--- config.mk ---
export PLATFORM = sky130hd
export DESIGN_NAME = lsu_execute
export DESIGN_NICKNAME = d
export VERILOG_FILES = /design/src/isa_pkg.sv /design/src/mem_pkg.sv /design/src/lsu_execute.sv
export VERILOG_INCLUDE_DIRS = /design/src
export SDC_FILE = /design/constraint.sdc
export NUM_CORES = 1
export LEC_CHECK = 0
export ABC_AREA = 0
export BUFFER_PORTS_ARGS = -buffer_cell sky130_fd_sc_hd__buf_2
export CAP_MARGIN = 30
export CORE_ASPECT_RATIO = 1.75
export CORE_MARGIN = 1.5
export CORE_UTILIZATION = 25
export DETAILED_ROUTE_END_ITERATION = 6
export GPL_TIMING_DRIVEN = 0
export PLACE_DENSITY_LB_ADDON = 0.2
export RECOVER_POWER = 50
export SKIP_CTS_REPAIR_TIMING = 1
export SLEW_MARGIN = 20
export SYNTH_ARGS = -nofsm -noshare
export SYNTH_HDL_FRONTEND = slang
export SYNTH_SLANG_ARGS = --single-unit
--- constraint.sdc ---
create_clock -name clk_i -period 1.11 [get_ports clk_i]
set_clock_uncertainty 0.1 [all_clocks]
set_input_delay 0.333 -clock clk_i [delete_from_list [all_inputs] [get_ports clk_i]]
set_output_delay 0.333 -clock clk_i [all_outputs]
set_load 0.01 [all_outputs]
--- src/lsu_defines.svh ---
`ifndef LSU_DEFINES_SVH
`define LSU_DEFINES_SVH

// Read latency of the line memory in cycles
`define LSU_MEM_LAT 5

// Line geometry, 256 lines of 128 bits
`define LSU_LINE_BITS 128
`define LSU_LINE_COUNT 256

`endif

--- src/isa_pkg.sv ---
package isa_pkg;

    typedef logic [31:0] word_t;

    typedef enum logic [6:0] {
        LOAD  = 7'b0000011,
        STORE = 7'b0100011
    } opcode_e;

    typedef enum logic [2:0] {
        F3_B  = 3'b000,
        F3_H  = 3'b001,
        F3_W  = 3'b010,
        F3_BU = 3'b100,
        F3_HU = 3'b101
    } funct3_e;

    typedef enum logic [1:0] {
        BYTE = 2'd0,
        HALF = 2'd1,
        WORD = 2'd2
    } size_e;

    typedef struct packed {
        logic [11:0] imm;
        logic [4:0]  rs1;
        funct3_e     funct3;
        logic [4:0]  rd;
        opcode_e     opcode;
    } itype_t;

    typedef struct packed {
        logic [6:0] imm_hi;
        logic [4:0] rs2;
        logic [4:0] rs1;
        funct3_e    funct3;
        logic [4:0] imm_lo;
        opcode_e    opcode;
    } stype_t;

    // Same word, seen as load or store format
    typedef union packed {
        itype_t i;
        stype_t s;
    } instr_u;

    typedef struct packed {
        logic       valid;
        logic       is_store;
        logic       illegal;
        size_e      size;
        logic       unsigned_ld;
        logic [4:0] rd;
        word_t      base;
        word_t      offset;
        word_t      store_data;
    } lsu_op_t;

endpackage

--- src/mem_pkg.sv ---
`include "lsu_defines.svh"

package mem_pkg;

    typedef logic [`LSU_LINE_BITS-1:0] line_t;

    typedef struct packed {
        logic [31:4]                 line_addr;
        logic                        we;
        logic [`LSU_LINE_BITS/8-1:0] be;
        line_t                       wdata;
    } mem_req_t;

    typedef struct packed {
        logic [31:4] line_addr;
        line_t       data;
    } mem_rsp_t;

    typedef struct packed {
        logic [4:0]     rd;
        logic           is_store;
        logic           illegal;
        logic           misaligned;
        isa_pkg::word_t data;
    } lsu_cpl_t;

    // Held by execute until the memory response comes back
    typedef struct packed {
        logic           [4:0] rd;
        logic                 is_store;
        isa_pkg::size_e       size;
        logic                 unsigned_ld;
        logic           [3:0] offset;
    } lsu_pend_t;

endpackage

--- src/lsu_execute.sv ---
`timescale 1ns/1ns

module lsu_execute (
    input  logic                clk_i,
    input  logic                rstn_i,
    input  isa_pkg::lsu_op_t    op_i,
    output logic                mem_req_valid_o,
    output mem_pkg::mem_req_t   mem_req_o,
    output mem_pkg::lsu_pend_t  pend_o,
    output logic                fault_valid_o,
    output mem_pkg::lsu_cpl_t   fault_cpl_o
);

    isa_pkg::word_t     addr;
    logic               misaligned;
    logic               fault;
    logic [15:0]        be_base;
    mem_pkg::mem_req_t  req_d;
    mem_pkg::lsu_pend_t pend_d;
    mem_pkg::lsu_cpl_t  fault_d;

    always_comb begin
        addr = op_i.base + op_i.offset;

        case (op_i.size)
            isa_pkg::HALF: begin
                misaligned = addr[0];
                be_base    = 16'h0003;
            end
            isa_pkg::WORD: begin
                misaligned = |addr[1:0];
                be_base    = 16'h000F;
            end
            default: begin
                misaligned = 1'b0;
                be_base    = 16'h0001;
            end
        endcase

        // Illegal takes priority over the alignment flag
        if (op_i.illegal) begin
            misaligned = 1'b0;
        end
        fault = op_i.illegal | misaligned;

        req_d.line_addr = addr[31:4];
        req_d.we        = op_i.is_store;
        req_d.be        = op_i.is_store ? be_base << addr[3:0] : '0;
        req_d.wdata     = mem_pkg::line_t'(op_i.store_data) << {addr[3:0], 3'b000};

        pend_d.rd          = op_i.rd;
        pend_d.is_store    = op_i.is_store;
        pend_d.size        = op_i.size;
        pend_d.unsigned_ld = op_i.unsigned_ld;
        pend_d.offset      = addr[3:0];

        fault_d.rd         = op_i.rd;
        fault_d.is_store   = op_i.is_store;
        fault_d.illegal    = op_i.illegal;
        fault_d.misaligned = misaligned;
        fault_d.data       = '0;
    end

    always_ff @(posedge clk_i or negedge rstn_i) begin
        if (!rstn_i) begin
            mem_req_valid_o <= 1'b0;
            mem_req_o       <= '0;
            pend_o          <= '0;
            fault_valid_o   <= 1'b0;
            fault_cpl_o     <= '0;
        end else begin
            mem_req_valid_o <= op_i.valid & ~fault;
            fault_valid_o   <= op_i.valid & fault;
            mem_req_o       <= req_d;
            fault_cpl_o     <= fault_d;
            // Kept until the response returns
            if (op_i.valid) begin
                pend_o <= pend_d;
            end
        end
    end

endmodule

==> results.md <==
* Run status: complete, but fails checks
* Failing checks: negative hold slack, negative setup slack
* Final Slew Violations at 0
* Cell Pwr Density at ~1600 mW/mm^2
* Die ar. at between 0.03 and 0.04 sq mm
* Max-Cap Viols at 0
* Worst-Margin Slew at about 730 ps
* Layout cells sized above 1 at between 50% and 60%
* Final worst setup slack at -1040 ps
* Period utilisation layout at 194%
* GPL Wtd Cong at about 0.85
* Worst setup SP type: input pin
* Synth-to-layout area growth at 71.1%
* Fin area at 0.0153 sq mm
* Yosys warns at 0
* I/O pin total at about 340
* Final core occ at approximately 43%
* Row count at 91
* Leading cell types in the layout, fill and taps excluded: buf_2, dfrtp_1, buf_6
* Area of the mapped netlist at between 0.008 and 0.009 sq mm
* Global-route wire length before repair at slightly below 50,000 microns
* Reg2Reg Depth at 2
* Synthesis-stage register bit count at slightly below 200
* Asr flop ratio synth at 100%
* Number of synthesized flops with an enable pin at 0
* CTS H-Tree Depth at 4
* Clk_lat worst skew at 440 ps
* CP Capture Type: flop
* Port buffer count at slightly above 300
* Highest clock rate at ~0.46 GHz
* Slew headroom at around half
* Synth Flop Type: dfrtp_1
* CP required at ~1400 ps
* Commonest non-fill, non-tap cell in the layout: buf_2
* CTS max path bufs at 2
* Die height at ~250 microns
* Pre-antenna DRT Iters at 4
* Cells after DPL at approximately 1,600
* Root buffer cell: clkbuf_16
* Initial Utilization at between 20% and 30%
* Core Box Area at roughly 0.035 sq mm
* Syn avg cell area at between 10 and 15 sq um
* Gr ovfl total at 0
* Drt via density at around 4.6
* Worst slack at placement at -1950 ps
* DR iter-0 viols at 260
* Post-placement cell area at ~0.012 sq mm
* Register area share after synthesis at ~55%
* Initial antenna violation count at 1
* TritonCTS clock tree: yes
* Crit-path max FO at 6
* Final Hold Fails at 26
* Tmin final at roughly 2200 ps
* Largest net degree at the start of global routing at between 90 and 100
* Final nets at 1,424
* CTS buffer count at 17
* Die width at around 150 microns
* Yosys top cell by area: dfrtp_1
* DR vias at around 8,000
* Critical path arrival at roughly 2400 ps
* Clk sink count at between 150 and 200
* Routed WL at roughly 35,000 microns
* Unrepaired setup endpoints after global routing: true
* DPL Wire Length at about 26,000 microns
* Leak at approximately 7.4 nW
* Pwr Total at about 25 mW
* Top post-synthesis cells by area: dfrtp_1, nor2_1, ha_1
* Fin Hold WS at -174 ps
* Critical path launch point: op_i[66]
* All-Layer GR Usage at between 10% and 20%
* Reg2Reg Launch Point: pend_o[3]$_DFFE_PN0P_
* Vias in the first global route at just under 8,000
* Post-DR wirelength/cell at 20.1 microns
* Hold Crit Class: input pin to async pin
* Worst setup path class: input pin to flop
* Post-synth top area share at between 50% and 60%
* Post-synthesis cell type count at 63
* Final setup violation count at 470
* Clock Pin Slew Worst Setup and Hold Paths at ~80 ps
* Final ANT Viol Nets at 0
* Cells after Synth at between 800 and 900
* Max VDD drop at between 1 and 1.5 mV
* Setup_tns at -180,390 ps
* DRC Markers at 0
* Final Non-Filler Cells at around 1,800
-- logic make-up (layout without fill, tap and decap cells) --
| logic type | after synthesis | after routing | synth area share [%] |
|---|---|---|---|
| DFF | 195 | 195 | 54.6 |
| AOI/OAI and AO/OA | 177 | 177 | 14.1 |
| adders and majority gates | 34 | 34 | 4.84 |
| buffers and inverters | 89 | 522 | 5.24 |
| other | 1 | 34 | 0.0420 |
| and+or+nand+nor | 259 | 259 | 12.7 |
| xor gates and xnor gates | 30 | 30 | 3.02 |
| muxes | 45 | 45 | 5.45 |
-- state kept, by name, indices dropped and copies added (netlist names) --
register and count:
fault_cpl_o 8, mem_req_valid_o 1, fault_valid_o 1, pend_o 13, mem_req_o 172
-- power by group --
group | leakage [nW] | internal [mW] | switching, mW
combinational | 4.50 | 4.36 | 5.03
sequential | 2.55 | 8.06 | 0.364
clock | 0.317 | 3.76 | 3.06
total | 7.37 | 16.2 | 8.46
-- cell type report --
class | instances | area, sq um
diodes | 2 | 5.00
plain buffers | 68 | 758
clock buffers | 19 | 453
clock inverters | 13 | 194
fillers | 3374 | 19900
inverters | 17 | 75.1
multi-input cells | 577 | 5250
flip-flops and latches | 195 | 4880
well taps | 465 | 582
repair buffers | 405 | 3100
-- synthesized netlist by cell type, drive strengths merged, types with 3 or more instances --
cell	count
xnor2	19
o31ai	3
a22o	16
a21o	11
and3	10
nand4	4
o211ai	4
a21oi	41
nand2	47
o41ai	3
buf	43
a31oi	13
o21bai	4
a221oi	3
o21ai	40
a22oi	9
mux2i	16
nor2b	7
xor2	11
inv	17
ha	33
nor3	22
o21a	4
and2	11
clkbuf	29
dfrtp	195
o22ai	11
nand3	14
mux2	29
nor2	137
a21boi	3
nand2b	4
-- metal layers --
layer / track usage [%] / vias up / share of wire, %
met5: 0 / - / 0
met1: 17.7 / 3978 / 33
met2: 34.6 / 283 / 57
met3: 3.95 / 66 / 5.5
li1: - / 3720 / -
met4: 9.88 / 0 / 4.8
-- worst paths after layout --
check                                           end  slack (ps)
max                        mem_req_o[169]$_DFF_PN0_       -1040
min                        mem_req_o[122]$_DFF_PN0_        -170
max reg2reg                   pend_o[3]$_DFFE_PN0P_         120
min reg2reg                  pend_o[10]$_DFFE_PN0P_         410
max in group asynchronous   mem_req_o[90]$_DFF_PN0_        -270
min in group clk_i            pend_o[5]$_DFFE_PN0P_          70
-- critical path, cell delays in order --
cell and delay [ps]:
buf_6 100, ha_4 290, nor2b_2 170, o21a_1 220, a311o_2 450, a21oi_4 160
buf_12 150, o21ai_4 80, a221oi_4 300, xnor2_1 150
Power figures use the tool's default switching activity.
