<file path="src/lsu_defines.svh">
`ifndef LSU_DEFINES_SVH
`define LSU_DEFINES_SVH

// Read latency of the line memory in cycles
`define LSU_MEM_LAT 5

// Line geometry, 256 lines of 128 bits
`define LSU_LINE_BITS 128
`define LSU_LINE_COUNT 256

`endif

</file>
<file path="src/isa_pkg.sv">
package isa_pkg;

    typedef logic [31:0] word_t;

    typedef enum logic [6:0] {
        LOAD  = 7'b0000011,
        STORE = 7'b0100011
    } opcode_e;

    typedef enum logic [2:0] {
        F3_B  = 3'b000,
        F3_H  = 3'b001,
        F3_W  = 3'b010,
        F3_BU = 3'b100,
        F3_HU = 3'b101
    } funct3_e;

    typedef enum logic [1:0] {
        BYTE = 2'd0,
        HALF = 2'd1,
        WORD = 2'd2
    } size_e;

    typedef struct packed {
        logic [11:0] imm;
        logic [4:0]  rs1;
        funct3_e     funct3;
        logic [4:0]  rd;
        opcode_e     opcode;
    } itype_t;

    typedef struct packed {
        logic [6:0] imm_hi;
        logic [4:0] rs2;
        logic [4:0] rs1;
        funct3_e    funct3;
        logic [4:0] imm_lo;
        opcode_e    opcode;
    } stype_t;

    // Same word, seen as load or store format
    typedef union packed {
        itype_t i;
        stype_t s;
    } instr_u;

    typedef struct packed {
        logic       valid;
        logic       is_store;
        logic       illegal;
        size_e      size;
        logic       unsigned_ld;
        logic [4:0] rd;
        word_t      base;
        word_t      offset;
        word_t      store_data;
    } lsu_op_t;

endpackage

</file>
<file path="src/mem_pkg.sv">
`include "lsu_defines.svh"

package mem_pkg;

    typedef logic [`LSU_LINE_BITS-1:0] line_t;

    typedef struct packed {
        logic [31:4]                 line_addr;
        logic                        we;
        logic [`LSU_LINE_BITS/8-1:0] be;
        line_t                       wdata;
    } mem_req_t;

    typedef struct packed {
        logic [31:4] line_addr;
        line_t       data;
    } mem_rsp_t;

    typedef struct packed {
        logic [4:0]     rd;
        logic           is_store;
        logic           illegal;
        logic           misaligned;
        isa_pkg::word_t data;
    } lsu_cpl_t;

    // Held by execute until the memory response comes back
    typedef struct packed {
        logic           [4:0] rd;
        logic                 is_store;
        isa_pkg::size_e       size;
        logic                 unsigned_ld;
        logic           [3:0] offset;
    } lsu_pend_t;

endpackage

</file>
<file path="src/lsu_result.sv">
`timescale 1ns/1ns

module lsu_result (
    input  logic                clk_i,
    input  logic                rstn_i,
    input  logic                rsp_valid_i,
    input  mem_pkg::mem_rsp_t   rsp_i,
    input  mem_pkg::lsu_pend_t  pend_i,
    input  logic                fault_valid_i,
    input  mem_pkg::lsu_cpl_t   fault_cpl_i,
    output logic                cpl_valid_o,
    output mem_pkg::lsu_cpl_t   cpl_o
);

    mem_pkg::line_t    line_sh;
    isa_pkg::word_t    raw;
    isa_pkg::word_t    ld_data;
    mem_pkg::lsu_cpl_t mem_cpl;

    always_comb begin
        // Addressed bytes down to bit 0
        line_sh = rsp_i.data >> {pend_i.offset, 3'b000};
        raw     = line_sh[31:0];

        case (pend_i.size)
            isa_pkg::BYTE: begin
                ld_data = pend_i.unsigned_ld ? {24'b0, raw[7:0]}
                                             : {{24{raw[7]}}, raw[7:0]};
            end
            isa_pkg::HALF: begin
                ld_data = pend_i.unsigned_ld ? {16'b0, raw[15:0]}
                                             : {{16{raw[15]}}, raw[15:0]};
            end
            default: ld_data = raw;
        endcase

        mem_cpl.rd         = pend_i.rd;
        mem_cpl.is_store   = pend_i.is_store;
        mem_cpl.illegal    = 1'b0;
        mem_cpl.misaligned = 1'b0;
        mem_cpl.data       = pend_i.is_store ? '0 : ld_data;
    end

    always_ff @(posedge clk_i or negedge rstn_i) begin
        if (!rstn_i) begin
            cpl_valid_o <= 1'b0;
            cpl_o       <= '0;
        end else begin
            cpl_valid_o <= rsp_valid_i | fault_valid_i;
            cpl_o       <= fault_valid_i ? fault_cpl_i : mem_cpl;
        end
    end

endmodule

</file>
<file path="config.mk">
export PLATFORM = sky130hd
export DESIGN_NAME = lsu_result
export DESIGN_NICKNAME = d
export VERILOG_FILES = /design/src/isa_pkg.sv /design/src/mem_pkg.sv /design/src/lsu_result.sv
export VERILOG_INCLUDE_DIRS = /design/src
export SDC_FILE = /design/constraint.sdc
export NUM_CORES = 1
export LEC_CHECK = 0
export ABC_AREA = 0
export ABC_CLOCK_PERIOD_IN_PS = 800
export BUFFER_PORTS_ARGS = -buffer_cell sky130_fd_sc_hd__buf_2
export CAP_MARGIN = 5
export CORE_AREA = 2 2 167 128
export CTS_BUF_LIST = sky130_fd_sc_hd__clkbuf_4 sky130_fd_sc_hd__clkbuf_8 sky130_fd_sc_hd__clkbuf_16
export CTS_CLUSTER_SIZE = 16
export DETAILED_ROUTE_END_ITERATION = 6
export DIE_AREA = 0 0 169 130
export HOLD_SLACK_MARGIN = 0.12
export SETUP_SLACK_MARGIN = 0.4
export SLEW_MARGIN = 20
export SYNTH_ARGS = -nofsm -noshare
export SYNTH_HDL_FRONTEND = slang
export SYNTH_SLANG_ARGS = --single-unit
export TNS_END_PERCENT = 20
</file>
<file path="constraint.sdc">
create_clock -name clk_i -period 0.8 [get_ports clk_i]
set_input_delay 0.04 -clock clk_i [delete_from_list [all_inputs] [get_ports clk_i]]
set_output_delay 0.04 -clock clk_i [all_outputs]
set_load 0.01 [all_outputs]
</file>
==> results of run 1 <==
==> logic make-up after synthesis <==
family                 share of synthesized area
multiplexers                               0.507
AO/OA/AOI/OAI                              0.146
buffers and inverters                     0.0717
flip-flops                                 0.190
AND/OR/NAND/NOR                           0.0860
==> critical path, stage by stage <==
cell      delay (ns)
buf_12          0.12
buf_12          0.15
buf_12          0.15
mux2i_2         0.17
mux4_2          0.45
mux2_4          0.30
o211ai_1        0.24
a22o_1          0.16
==> sequential cells by signal (all words and copies together) (netlist names) <==
| signal | count |
|---|---|
| cpl_o | 40 |
| cpl_valid_o | 1 |
==> final timing paths <==
| kind | from | endpoint | cells past startpoint |
|---|---|---|---|
| hold / removal | rstn_i | cpl_o[32] | 1 |
| min in group clk_i | rsp_valid_i | cpl_valid_o | 2 |
| setup / recovery | pend_i[0] | cpl_o[8] | 8 |
| max in group asynchronous | rstn_i | cpl_o[20] | 2 |
==> stage by stage <==
| stage | TNS [ns] | hold WS, ns |
|---|---|---|
| after detailed placement | -34.08 | -0.0762 |
| final | -22.31 | -0.375 |
| after CTS | -22.55 | -0.379 |
| after global placement | -33.69 | -0.0790 |
| after floorplan | -25.97 | -0.256 |
| after global routing | -24.86 | -0.374 |
==> layer usage <==
layer | part of all wire | up-vias | track usage
li1 | - | 2580 | -
met1 | 0.47 | 2760 | 0.285
met2 | 0.44 | 330 | 0.310
met3 | 0.080 | 17 | 0.0312
met4 | 0.010 | 2 | 0.0387
met5 | 0.00080 | - | 0
==> layout make-up <==
| class | count | area, µm² | share of cell area |
|---|---|---|---|
| Tap cell | 264 | 330 | 0.0398 |
| Sequential cell | 41 | 1030 | 0.124 |
| Multi-Input combinational cell | 367 | 4190 | 0.505 |
| Timing Repair Buffer | 368 | 2580 | 0.311 |
| Inverter | 5 | 18.8 | 0.00226 |
| Clock buffer | 7 | 146 | 0.0176 |
| Antenna cell | 1 | 2.50 | 0.000301 |
==> synth_stat cells (7+ instances only) <==
| library cell | count | area (µm²) |
|---|---|---|
| buf_6 | 7 | 78.8 |
| buf_2 | 11 | 55.1 |
| clkbuf_1 | 9 | 33.8 |
| a22o_1 | 14 | 123 |
| a21oi_1 | 13 | 65.1 |
| nor2_1 | 13 | 48.8 |
| nor2b_1 | 12 | 75.1 |
| a221o_1 | 7 | 70.1 |
| o21ai_0 | 15 | 75.1 |
| mux4_1 | 10 | 263 |
| buf_4 | 13 | 97.6 |
| a211oi_1 | 15 | 113 |
| mux2_2 | 15 | 169 |
| nand2_1 | 28 | 105 |
| nand2b_1 | 10 | 62.6 |
| o211ai_1 | 7 | 52.6 |
| dfrtp_1 | 41 | 1030 |
| mux2i_1 | 70 | 701 |
| mux4_2 | 71 | 1600 |
==> power groups by stage <==
stage,clock (W),sequential (W),combinational [W]
floorplan,0,0.00242,0.00212
global placement,0,0.00234,0.00400
detailed placement,0,0.00234,0.00403
CTS,0.00205,0.00231,0.00437
global route,0.00215,0.00232,0.00482
finish,0.00199,0.00231,0.00452
==> repair_timing <==
action,CTS,global route
buffers inserted,13,4
gates cloned,4,0
resized for setup,66,30
hold endpoints to repair,82,82
pin swaps,34,13
setup endpoints to repair,82,79
==> flow_summary.ini, run 1 <==
[status]
status = finished, violations left
violations = negative hold slack, negative setup slack

[route]
wl_um = 22400
ant_nets = 0
routedWlPerCell_um = 21.3
detail_route.first_pass.iterations = 5
vias = 5689
via_per_inst = 5.40
dr.first_iter.drc_count = 492
drc = 0

[timing]
rsz0062_at_grt = true
period_share = 1.96
worst_slack_ns = -0.764
drv_slew = 0
finalCriticalPeriod_ns = 1.56
tightest_slew_ns = 0.425
slew_headroom = 0.717
fmax_mhz = 639
setup_violations = 65
hold_viol = 61
whs_ns = -0.375

[synth]
syn-num-nets = 675
syn_area_per_cell_um2 = 11.7
ys_ff_latch = 41
ys_seq_area_frac = 0.190
synth_flop_cell = dfrtp_1
synthCells = 462
synth_edf_count = 0
netlist-cell-type-count = 49
ys_async_sr_fraction = 1.00
ys_warn_count = 0
syn_area_mm2 = 0.00541

[critical_path]
path_class = in2reg
critPathArrivalTime_ns = 1.78
crit_path_max_fanout = 8
cp-start-kind = input port
cp-end-kind = flop
required_ns = 1.02

[global_routing]
gr-total-overflow = 0
grt_max_degree = 34
grt_pass1_wl_um = 32800
grt_pass1_vias = 5622
grtUsageTotal = 0.196
antenna_found_initial = 1

[clock_tree]
cts_max_path_buffers = 2
cts_root_buf = clkbuf_16
cts_made_buffers = 5
htree_num_levels = 2
cts_tree = yes
clk_pin_slew_ns = 0.05
clock-sinks = 41

[placement]
placed_area_mm2 = 0.00753
dp_slack_ns = -1.14
numPortBuffers = 225
dp_cells = 1024
gp_congestion = 0.897
hpwl_um = 17700

[die]
placementRows = 46
die_x_um = 169
core_area_mm2 = 0.0206
die_height_um = 130
die_area_mm2 = 0.0220
start_util = 0.263
ios = 254

[layout]
n_fill_cell = 2018
final_cells = 1053
finalNetCount = 1001
drive_gt1_frac = 0.656
final_cell_mix = 213 x buf_2, 113 x buf_4, 81 x mux4_2
fin_area_mm2 = 0.00830
final_common_cell = buf_2
post-route-util = 0.403
area_delta_synth_final_pct = 53.4

[power_and_ir_drop]
irDropWorstVdd_mv = 0.659
p_leak_nw = 3.78
power_frac_seq = 0.262
totalPowerFinal_w = 0.00882
p_clk_frac = 0.226
p_switching_w = 0.00286
power_frac_comb = 0.513
swShare = 0.324
powerDensity_mw_per_mm2 = 1060
p_int_w = 0.00596

[run]
maxCapViolations = 0

[hold_path]
hold_path.class = in2async
No activity file was read; power rests on OpenSTA's default activity.
==> inputs of run 2 (changes only) <==
Settings changed: SETUP_SLACK_MARGIN 0.4 to 0.05.
==> run 2 against run 1 <==
  * Sequential power hardly changed
  * Hold slack better by 0.33 ns
  * Via count is 2.5% higher
  * Critical endpoint is now cpl_o[10]
  * Worst setup slack better by 0.011 ns
  * The run still ends with negative hold slack, negative setup slack left
  * Flip-flop and latch count stayed put
  * Non-clock buffer count is 44 higher
  * First-iteration DRC count is 26% lower
==> flow_summary.ini, run 2 (synthesis results as in run 1) <==
[layout]
n_fill_cell = 1939
final_cell_mix = 214 x buf_2, 129 x buf_4, 81 x mux4_2
multi_input_area_mm2 = 0.00424
top_register = cpl_o
reg_top3 = cpl_o x40, cpl_valid_o x1
finalNetCount = 1045
antennaDiodeCount = 0
fin_area_mm2 = 0.00883
final_cells = 1096
final_common_cell = buf_2
post-route-util = 0.428
seqCellArea_mm2 = 0.00103
largest_reg_flops = 40
area_delta_synth_final_pct = 63.1
drive_gt1_frac = 0.642

[power_and_ir_drop]
power_frac_comb = 0.515
power_frac_seq = 0.248
irDropWorstVdd_mv = 0.776
p_leak_nw = 4.00
powerDensity_mw_per_mm2 = 1050
p_int_w = 0.00634
p_clk_frac = 0.238
swShare = 0.318
p_switching_w = 0.00296
totalPowerFinal_w = 0.00930

[critical_path]
path_delay_family = multiplexers
critPathArrivalTime_ns = 1.77
required_ns = 1.02
cp_cell_sequence = buf_12 > buf_12 > clkbuf_16 > mux2i_1 > mux4_2 > mux2_4 > o211ai_1 > a22o_1
cp-end-kind = flop
crit_path_max_fanout = 5
path_class = in2reg
cp-start-kind = input port
slowest_stage = mux4_2
crit_path_frequent_cell = buf_12
slowest_delay_ns = 0.47
critPathBufInv = 3
startpoint = pend_i[0]

[timing]
fmax_mhz = 644
tightest_slew_ns = 0.469
hold_viol = 5
slew_headroom = 0.686
drv_slew = 0
setup_violations = 70
period_share = 1.94
rsz0062_at_grt = true
finalCriticalPeriod_ns = 1.55
whs_ns = -0.0452
worst_slack_ns = -0.754

[die]
die_height_um = 130
die_area_mm2 = 0.0220
ios = 254
die_x_um = 169
core_area_mm2 = 0.0206
start_util = 0.263
placementRows = 46

[route]
vias = 5830
dr.first_iter.drc_count = 365
wl_um = 22400
ant_nets = 0
routedWlPerCell_um = 20.5
drc = 0
detail_route.first_pass.iterations = 5
via_per_inst = 5.32

[status]
status = finished, violations left
violations = negative hold slack, negative setup slack

[clock_tree]
clk_pin_slew_ns = 0.06
cts_max_path_buffers = 2
cts_made_buffers = 5
ctsHoldBuffers = 30
clock-sinks = 41
cts_tree = yes
cts_root_buf = clkbuf_16
htree_num_levels = 2

[run]
maxCapViolations = 0

[placement]
hpwl_um = 17400
dp_cells = 1040
numPortBuffers = 225
placed_area_mm2 = 0.00764
gp_congestion = 0.861

[hold_path]
hold_path.class = in2reg
hp-start = rsp_valid_i

[global_routing]
gr-total-overflow = 0
grt_max_degree = 42
grtUsageTotal = 0.192
antenna_found_initial = 0
grt_pass1_wl_um = 32100
grt_pass1_vias = 5614
## run 2: changes by cell type in the layout (fill, tap and decap cells not counted), sizes merged
cell,before,now
buf,368,378
dlygate4sd3,0,30
bufbuf,0,1
clkinv,0,1
diode,1,0
bufinv,0,1
clkbuf,7,8
## run 2: stage by stage
| step | setup WS [ns] | hold WS [ns] | TNS, ns |
|---|---|---|---|
| finish | -0.754 | -0.0452 | -21.03 |
| global route | -0.771 | -0.0455 | -23.72 |
| CTS | -0.737 | -0.0539 | -21.41 |
| detailed placement | -1.29 | 0.0293 | -35.05 |
| global placement | -1.26 | 0.0293 | -34.30 |
| floorplan | -0.849 | -0.256 | -26.67 |
## run 2: layout make-up
type	instances	share of cell area
Clock inverter	2	0.00397
Tap cell	264	0.0374
Inverter	5	0.00213
Clock buffer	5	0.0142
Timing Repair Buffer	412	0.346
Sequential cell	41	0.116
Multi-Input combinational cell	367	0.481
## run 2: worst paths after layout
kind	to	depth (start not counted)
worst max-delay path	cpl_o[10]	8
worst min-delay path	cpl_valid_o	2
max in group asynchronous	cpl_o[35]	3
min in group asynchronous	cpl_o[22]	3
## run 2: repair_timing
item	in CTS	in global routing
pin swaps	22	18
endpoints found under the setup margin	73	73
buffers inserted	11	0
cloned	6	3
gates resized for setup	64	34
hold endpoints to repair	82	12
## run 2: routing by layer
metal	part of all wire	global-route usage
met5	0	0
met4	0.0099	0.0337
met3	0.071	0.0279
met2	0.45	0.315
met1	0.47	0.275
## run 2: power by group through the flow
stage	Clock (W)	Sequential, W	Combinational, W
2_1_floorplan	0	0.00242	0.00211
3_3_place_gp	0	0.00234	0.00406
3_5_place_dp	0	0.00234	0.00410
4_1_cts	0.00225	0.00230	0.00460
5_1_grt	0.00235	0.00232	0.00509
6_report	0.00221	0.00230	0.00479
