**src/isa_pkg.sv**
```systemverilog
package isa_pkg;

    typedef logic [31:0] word_t;

    typedef enum logic [6:0] {
        LOAD  = 7'b0000011,
        STORE = 7'b0100011
    } opcode_e;

    typedef enum logic [2:0] {
        F3_B  = 3'b000,
        F3_H  = 3'b001,
        F3_W  = 3'b010,
        F3_BU = 3'b100,
        F3_HU = 3'b101
    } funct3_e;

    typedef enum logic [1:0] {
        BYTE = 2'd0,
        HALF = 2'd1,
        WORD = 2'd2
    } size_e;

    typedef struct packed {
        logic [11:0] imm;
        logic [4:0]  rs1;
        funct3_e     funct3;
        logic [4:0]  rd;
        opcode_e     opcode;
    } itype_t;

    typedef struct packed {
        logic [6:0] imm_hi;
        logic [4:0] rs2;
        logic [4:0] rs1;
        funct3_e    funct3;
        logic [4:0] imm_lo;
        opcode_e    opcode;
    } stype_t;

    // Same word, seen as load or store format
    typedef union packed {
        itype_t i;
        stype_t s;
    } instr_u;

    typedef struct packed {
        logic       valid;
        logic       is_store;
        logic       illegal;
        size_e      size;
        logic       unsigned_ld;
        logic [4:0] rd;
        word_t      base;
        word_t      offset;
        word_t      store_data;
    } lsu_op_t;

endpackage

```
**src/lsu_decode.sv**
```systemverilog
`timescale 1ns/1ns

module lsu_decode (
    input  logic              clk_i,
    input  logic              rstn_i,
    input  logic              instr_valid_i,
    input  isa_pkg::instr_u   instr_i,
    input  isa_pkg::word_t    rs1_val_i,
    input  isa_pkg::word_t    rs2_val_i,
    input  logic              cpl_done_i,
    output logic              instr_ready_o,
    output isa_pkg::lsu_op_t  op_o
);

    logic             busy_q;
    logic             accept;
    isa_pkg::lsu_op_t op_d;

    assign instr_ready_o = ~busy_q;
    assign accept        = instr_valid_i & ~busy_q;

    always_comb begin
        op_d            = '0;
        op_d.valid      = accept;
        op_d.base       = rs1_val_i;
        op_d.store_data = rs2_val_i;
        op_d.size       = isa_pkg::WORD;

        case (instr_i.i.opcode)
            isa_pkg::LOAD: begin
                op_d.rd     = instr_i.i.rd;
                op_d.offset = {{20{instr_i.i.imm[11]}}, instr_i.i.imm};
                case (instr_i.i.funct3)
                    isa_pkg::F3_B:  op_d.size = isa_pkg::BYTE;
                    isa_pkg::F3_H:  op_d.size = isa_pkg::HALF;
                    isa_pkg::F3_W:  op_d.size = isa_pkg::WORD;
                    isa_pkg::F3_BU: begin
                        op_d.size        = isa_pkg::BYTE;
                        op_d.unsigned_ld = 1'b1;
                    end
                    isa_pkg::F3_HU: begin
                        op_d.size        = isa_pkg::HALF;
                        op_d.unsigned_ld = 1'b1;
                    end
                    default: op_d.illegal = 1'b1;
                endcase
            end
            isa_pkg::STORE: begin
                // Split immediate, rd field holds imm[4:0]
                op_d.is_store = 1'b1;
                op_d.offset   = {{20{instr_i.s.imm_hi[6]}}, instr_i.s.imm_hi,
                                 instr_i.s.imm_lo};
                case (instr_i.s.funct3)
                    isa_pkg::F3_B: op_d.size = isa_pkg::BYTE;
                    isa_pkg::F3_H: op_d.size = isa_pkg::HALF;
                    isa_pkg::F3_W: op_d.size = isa_pkg::WORD;
                    default:       op_d.illegal = 1'b1;
                endcase
            end
            default: op_d.illegal = 1'b1;
        endcase
    end

    always_ff @(posedge clk_i or negedge rstn_i) begin
        if (!rstn_i) begin
            busy_q <= 1'b0;
            op_o   <= '0;
        end else begin
            op_o <= op_d;
            if (accept) begin
                busy_q <= 1'b1;
            end else if (cpl_done_i) begin
                busy_q <= 1'b0;
            end
        end
    end

endmodule

```
**config.mk**
```make
export PLATFORM = sky130hd
export DESIGN_NAME = lsu_decode
export DESIGN_NICKNAME = d
export VERILOG_FILES = /design/src/isa_pkg.sv /design/src/lsu_decode.sv
export SDC_FILE = /design/constraint.sdc
export NUM_CORES = 1
export LEC_CHECK = 0
export BUFFER_PORTS_ARGS = -buffer_cell sky130_fd_sc_hd__buf_2
export CAP_MARGIN = 10
export CORE_ASPECT_RATIO = 2
export CORE_UTILIZATION = 40
export DETAILED_ROUTE_END_ITERATION = 8
export GPL_TIMING_DRIVEN = 0
export PLACE_DENSITY = 0.78
export SYNTH_ARGS = -nofsm -noshare
export SYNTH_HDL_FRONTEND = slang
export SYNTH_SLANG_ARGS = --single-unit
```
**constraint.sdc**
```tcl
create_clock -name clk_i -period 1.89 [get_ports clk_i]
set_input_delay 0.189 -clock clk_i [delete_from_list [all_inputs] [get_ports clk_i]]
set_output_delay 0.189 -clock clk_i [all_outputs]
set_load 0.02 [all_outputs]
```
==> qor.txt, run 1 <==
outcome: finished, violations left
failing checks: design-rule violations
Worst IR Drop VDD: 0.000764 V
num ports: 208
largest cells by area after synthesis: dfrtp_1, buf_4, mux2i_1
H-tree Lvls: 3
Max-slew headroom: 58.9%
nets: 534
die height: 118 um
hold buffer count at CTS: 65
routed vias/inst: 4.24
reg2reg end: busy_q
Core Rows: 42
clock latency on the worst-skew pair: 0.32 ns
max_cap viols: 0
Initial DRT Pass Iterations: 6
Max FO, Critical Path: 21
non-filler instance count after layout: 527
Sinks on Clock Net: 88
Setup TNS: 0 ns
period utilization: 85.3%
core area: 6570 um^2
RSZ-0062 raised after global routing: no
Yosys Warn Count: 0
vias in the first global route: 2349
Yosys cell types: 23
per-cell routed wire length: 14.2 um
Crit. End Element: output pin
Commonest cells post-synth: dfrtp_1, buf_4, and3_1, inv_1
R2R depth: 2
worst-margin pin slew: 0.616 ns
Post-synth EDFFs: 0
proportion of layout cells with a drive suffix above 1: 56.5%
Top FF cell, synth: dfrtp_1
first-pass GRT wire length: 11200 um
Routed Antenna Nets: 0
syn_nets: 256
HP Class: in -> reg
via count: 2235
initial antenna violation count: 0
clk slew on worst S/H paths: 0.05 ns
Clock Tree Buf Depth: 2
Post-Route WL: 7470 um
GRT Overall Usage: 22.2%
Final setup viols: 0
Root Buffer: clkbuf_16
Final Hold Viols: 0
CTS tree: built
mapped cell area: 2700 um^2
max-slew violations: 0
ANT cells: 0
grt total ovfl: 0
CP arrival: 1.42 ns
top-count cell post-synth: dfrtp_1
area leader, netlist: dfrtp_1
share of the synthesized area in the top cell type: 81.5%
ys async rst share: 100%
crit path launch: op_o[62]
crit path kind: reg -> out
final instance area: 4800 um^2
R2R Path Start: busy_q
Fmax: 0.620 GHz
syn avg cell area: 17.3 um^2
CTS Buf Count: 9
Filler cells: 441
Tmin final: 1.61 ns
Final HPWL DP: 5080 um
Resize count post-CTS: 0
area growth from synthesis to layout: 77.9%
P_leak: 2.63 nW
sequential area share after synthesis: 81.5%
Yosys reg bits: 88
largest net degree at the start of global routing: 46
initial cell density of the core: 41.1%
CP Data Required Time: 1.70 ns
CP Launch Type: register
reg-to-reg setup timing slack: 1.17 ns
Placed Area: 3840 um^2
CP endpoint: op_o[59]
Clock Skew: 0.000351 ns
1st-iter DRT viols: 65
routability cong.: 0.739
DRC errors left: 1
DIE AREA: 7110 um^2
DP Cell Count: 446
Post-CTS Setup Inserts: 0
I/O Buffers: 201
pwr dens: 891 nW/um^2
Chip Width: 60.1 um
synthesized instance count: 156
## sequential cells by signal (all words and copies together), names as in the netlist
register,cells
busy_q,1
op_o,87
## per-layer routing
metal / vias to the layer above / GRT usage [%] / share of wire [%]
li1: 1038 / - / -
met1: 1050 / 21.2 / 32
met2: 118 / 39.7 / 58
met3: 29 / 4.38 / 5.1
met4: 0 / 15.0 / 4.8
met5: - / 0 / 0
## report_power, final
part / switching (mW) / leakage [nW] / internal (mW) / total, mW
Combinational: 0.251 / 1.41 / 0.235 / 0.487
Clock: 0.655 / 0.150 / 1.16 / 1.81
Sequential: 0.0214 / 1.07 / 1.96 / 1.98
## critical path, stage by stage (launching register included)
cell	delay (ns)
dfrtp_1	0.73
buf_4	0.22
buf_2	0.15
## worst min-delay path by stage
stage	from	to	slack, ns	cells past startpoint
floorplan	rstn_i	busy_q	-0.11	0
detailed placement	rstn_i	op_o[84]	0.22	1
finish	cpl_done_i	busy_q	0.04	2
global placement	rs1_val_i[23]	op_o[87]	0.30	1
CTS	cpl_done_i	busy_q	0.02	2
global route	cpl_done_i	busy_q	0.03	2
## layout by cell type (no fill, tap or decap), drive strengths merged
| cell type | count |
|---|---|
| a21oi | 1 |
| and3 | 8 |
| and4 | 1 |
| and4bb | 1 |
| buf | 226 |
| bufinv | 2 |
| clkbuf | 12 |
| clkinv | 2 |
| clkinvlp | 1 |
| dfrtp | 88 |
| dlygate4sd3 | 65 |
| inv | 7 |
| mux2i | 5 |
| nand3 | 1 |
| nand4bb | 1 |
| nor2 | 2 |
| nor2b | 1 |
| nor3 | 10 |
| nor4 | 1 |
| o211ai | 1 |
| o21bai | 1 |
| or2 | 1 |
| or3 | 1 |
## kinds of logic after synthesis
| logic type | share of synthesized area (%) |
|---|---|
| compound gates | 0.741 |
| buf+inv | 7.87 |
| flops | 81.5 |
| mux | 1.85 |
| simple gates | 8.01 |
## metrics by stage
| step | setup slack, ns | hold slack, ns | utilization [%] | power, mW |
|---|---|---|---|---|
| after floorplan | 0.743 | -0.107 | - | 2.17 |
| after global placement | 0.0285 | 0.296 | 58.1 | 2.38 |
| after detailed placement | 0.603 | 0.218 | 58.5 | 2.40 |
| after CTS | 0.247 | 0.0249 | 73.1 | 4.33 |
| after global routing | 0.166 | 0.0337 | 73.1 | 4.43 |
| final | 0.277 | 0.0358 | 73.1 | 4.28 |
## area by class of cell
| cell class | count | area (um^2) | share of cell area, % |
|---|---|---|---|
| Multi-Input combinational cell | 36 | 287 | 5.96 |
| Clock inverter | 5 | 81.3 | 1.69 |
| Sequential cell | 88 | 2200 | 45.8 |
| Inverter | 7 | 26.3 | 0.547 |
| Buffer | 25 | 186 | 3.88 |
| Tap cell | 88 | 110 | 2.29 |
| Clock buffer | 11 | 233 | 4.84 |
| Timing Repair Buffer | 267 | 1680 | 34.9 |
Power figures use the tool's default switching activity.
==> inputs of run 2 (changes only) <==
ABC_AREA = 1   (was unset)
PLACE_DENSITY = 0.77   (was 0.78)
==> qor.txt, run 2 <==
max-slew violations: 0 (unchanged)
grt total ovfl: 0 (unchanged)
largest cells by area after synthesis: dfrtp_1, buf_4, nand3_1
final worst slack: 0.264 ns (-0.0133 ns)
worst-margin pin slew: 0.608 ns (-0.00799 ns)
ys async rst share: 100% (unchanged)
Post-Route WL: 7880 um (+5.5%)
die height: 119 um (+0.74%)
num ports: 208 (unchanged)
commonest non-fill, non-tap cell in the layout: buf_2
Yosys cell types: 21 (-8.7%)
Crit. End Element: output pin
Fmax: 0.615 GHz (-0.82%)
Largest Register: op_o
Sinks on Clock Net: 88 (unchanged)
CTS Buf Count: 9 (unchanged)
area leader, netlist: dfrtp_1
max_cap viols: 0 (unchanged)
proportion of layout cells with a drive suffix above 1: 53.7% (-2.7 points)
Core Rows: 42 (unchanged)
GRT Overall Usage: 23.4% (+1.1 points)
HP Class: in -> reg
largest net degree at the start of global routing: 78 (+70%)
1st-iter DRT viols: 60 (-7.7%)
synthesized instance count: 183 (+17%)
Post-synth EDFFs: 0 (unchanged)
CP Launch Type: register
Yosys Warn Count: 0 (unchanged)
Top Registers: op_o (87), busy_q (1)
Root Buffer: clkbuf_16
crit path kind: reg -> out
syn_nets: 283 (+11%)
Chip Width: 60.6 um (+0.73%)
pwr dens: 850 nW/um^2 (-4.6%)
top-count cell post-synth: dfrtp_1
per-cell routed wire length: 14.2 um (+0.15%)
Commonest cells post-synth: dfrtp_1, buf_4, inv_1, nand3_1, nor2_1
worst slack at placement: 0.626 ns (+0.0229 ns)
sequential area share after synthesis: 80.3% (-1.2 points)
P_leak: 2.71 nW (+3.1%)
Initial DRT Pass Iterations: 4 (-2)
Final setup viols: 0 (unchanged)
outcome: complete, no violations
first-pass GRT wire length: 11700 um (+4.8%)
clk slew on worst S/H paths: 0.06 ns (about the same)
CP Data Required Time: 1.70 ns (about the same)
I/O Buffers: 202 (+0.50%)
Yosys reg bits: 88 (unchanged)
initial cell density of the core: 41.4% (+0.30 points)
Final Hold Viols: 0 (unchanged)
routability cong.: 0.852 (+15%)
area growth from synthesis to layout: 76.0%
Clock Skew: 0.00375 ns (+0.00339 ns)
share of the synthesized area in the top cell type: 80.3% (-1.2 points)
H-tree Lvls: 3 (unchanged)
DIE AREA: 7210 um^2 (+1.5%)
Max-slew headroom: 59.5% (+0.53 points)
Top FF cell, synth: dfrtp_1
Tmin final: 1.63 ns (+0.0133 ns)
max reg flops: 87 (unchanged)
Setup TNS: 0 ns (unchanged)
Worst IR Drop VDD: 0.000793 V (+3.8%)
most frequent cells in the layout: buf_2, dfrtp_1, dlygate4sd3_1
Max FO, Critical Path: 21 (unchanged)
Final HPWL DP: 5230 um (+2.9%)
syn avg cell area: 15.0 um^2 (-13%)
period utilization: 86.0% (+0.70 points)
core area: 6620 um^2 (+0.80%)
Routed Antenna Nets: 0 (unchanged)
routed vias/inst: 4.26 (+0.44%)
Post-CTS Setup Inserts: 0 (unchanged)
via count: 2364 (+5.8%)
DRC errors left: 0 (-1)
clock latency on the worst-skew pair: 0.33 ns (about the same)
Clock Tree Buf Depth: 2 (unchanged)
CTS tree: built
nets: 562 (+5.2%)
vias in the first global route: 2469 (+5.1%)
mapped cell area: 2740 um^2 (+1.5%)
CP arrival: 1.44 ns (+0.02 ns)
ANT cells: 0 (unchanged)
RSZ-0062 raised after global routing: no
initial antenna violation count: 0 (unchanged)
run 2: cell types whose count changed in the layout (fill, tap and decap cells not counted), moves of 2 or more:
cell	delta
and3_1	-7
buf_6	-2
bufinv_16	-2
clkbuf_1	-3
inv_1	+12
inv_2	+2
mux2i_1	-5
nand2_1	+8
nand2_2	+3
nand3_1	+15
nor2_1	+12
nor3_1	-4
nor3_2	-4
run 2: per-layer routing:
metal  vias up  GRT usage, %  wire length (um)
met5         -             0                 0
met4         0          12.9               308
met3        23          6.41               484
met2       119          42.0              4520
met1      1120          22.4              2560
li1       1102             -                 -
run 2: final timing paths:
check | to | start | cells past startpoint | slack (ns)
worst max-delay path | op_o[46] | op_o[62] | 2 | 0.26
min in group asynchronous | op_o[78] | rstn_i | 2 | 0.25
worst max register to register | busy_q | busy_q | 3 | 1.15
max in group asynchronous | op_o[70] | rstn_i | 3 | 1.05
worst min register to register | op_o[106] | busy_q | 3 | 0.56
worst min-delay path | op_o[38] | instr_i[26] | 3 | 0.07
run 2: through the flow:
step	cell area [um^2]	power, mW	std cells	hold WS [ns]	util (%)
2_1_floorplan	2740	2.16	183	-0.107	-
3_3_place_gp	3860	2.38	473	0.297	58.4
3_5_place_dp	3890	2.40	474	0.0517	58.8
4_1_cts	4830	4.14	555	0.0472	72.9
5_1_grt	4830	4.26	555	0.0586	72.9
6_report	4830	4.10	555	0.0652	72.9
run 2: final cells by class:
class                   instances  area, um^2
well taps                      88         110
clock inverters                 6        43.8
flip-flops and latches         88        2200
inverters                      21        78.8
plain buffers                  21         165
multi-input cells              53         297
repair buffers                268        1690
clock buffers                  10         239
fillers                       474        1790
run 2: kinds of logic (layout without fill, tap and decap cells):
logic type / after synthesis / in the layout / share of synthesized area, %
flops: 88 / 88 / 80.3
simple gates: 49 / 49 / 9.81
buf+inv: 42 / 326 / 8.90
compound gates: 4 / 4 / 1.00
run 2: what timing repair did:
action	in CTS	in global routing
endpoints found under the setup margin	0	0
gates resized for setup	0	0
hold endpoints to repair	75	0
hold buffers	65	0
run 2: worst max-delay path: stages (launching register included):
cell	delay (ns)
dfrtp_1	0.73
buf_4	0.21
buf_2	0.17
run 2: report_power, final:
| part | switching, mW | leakage, nW | internal (mW) | total (mW) |
|---|---|---|---|---|
| logic | 0.262 | 1.51 | 0.233 | 0.495 |
| clock network | 0.697 | 0.139 | 0.930 | 1.63 |
| registers | 0.0209 | 1.07 | 1.96 | 1.98 |
| total | 0.980 | 2.71 | 3.12 | 4.10 |
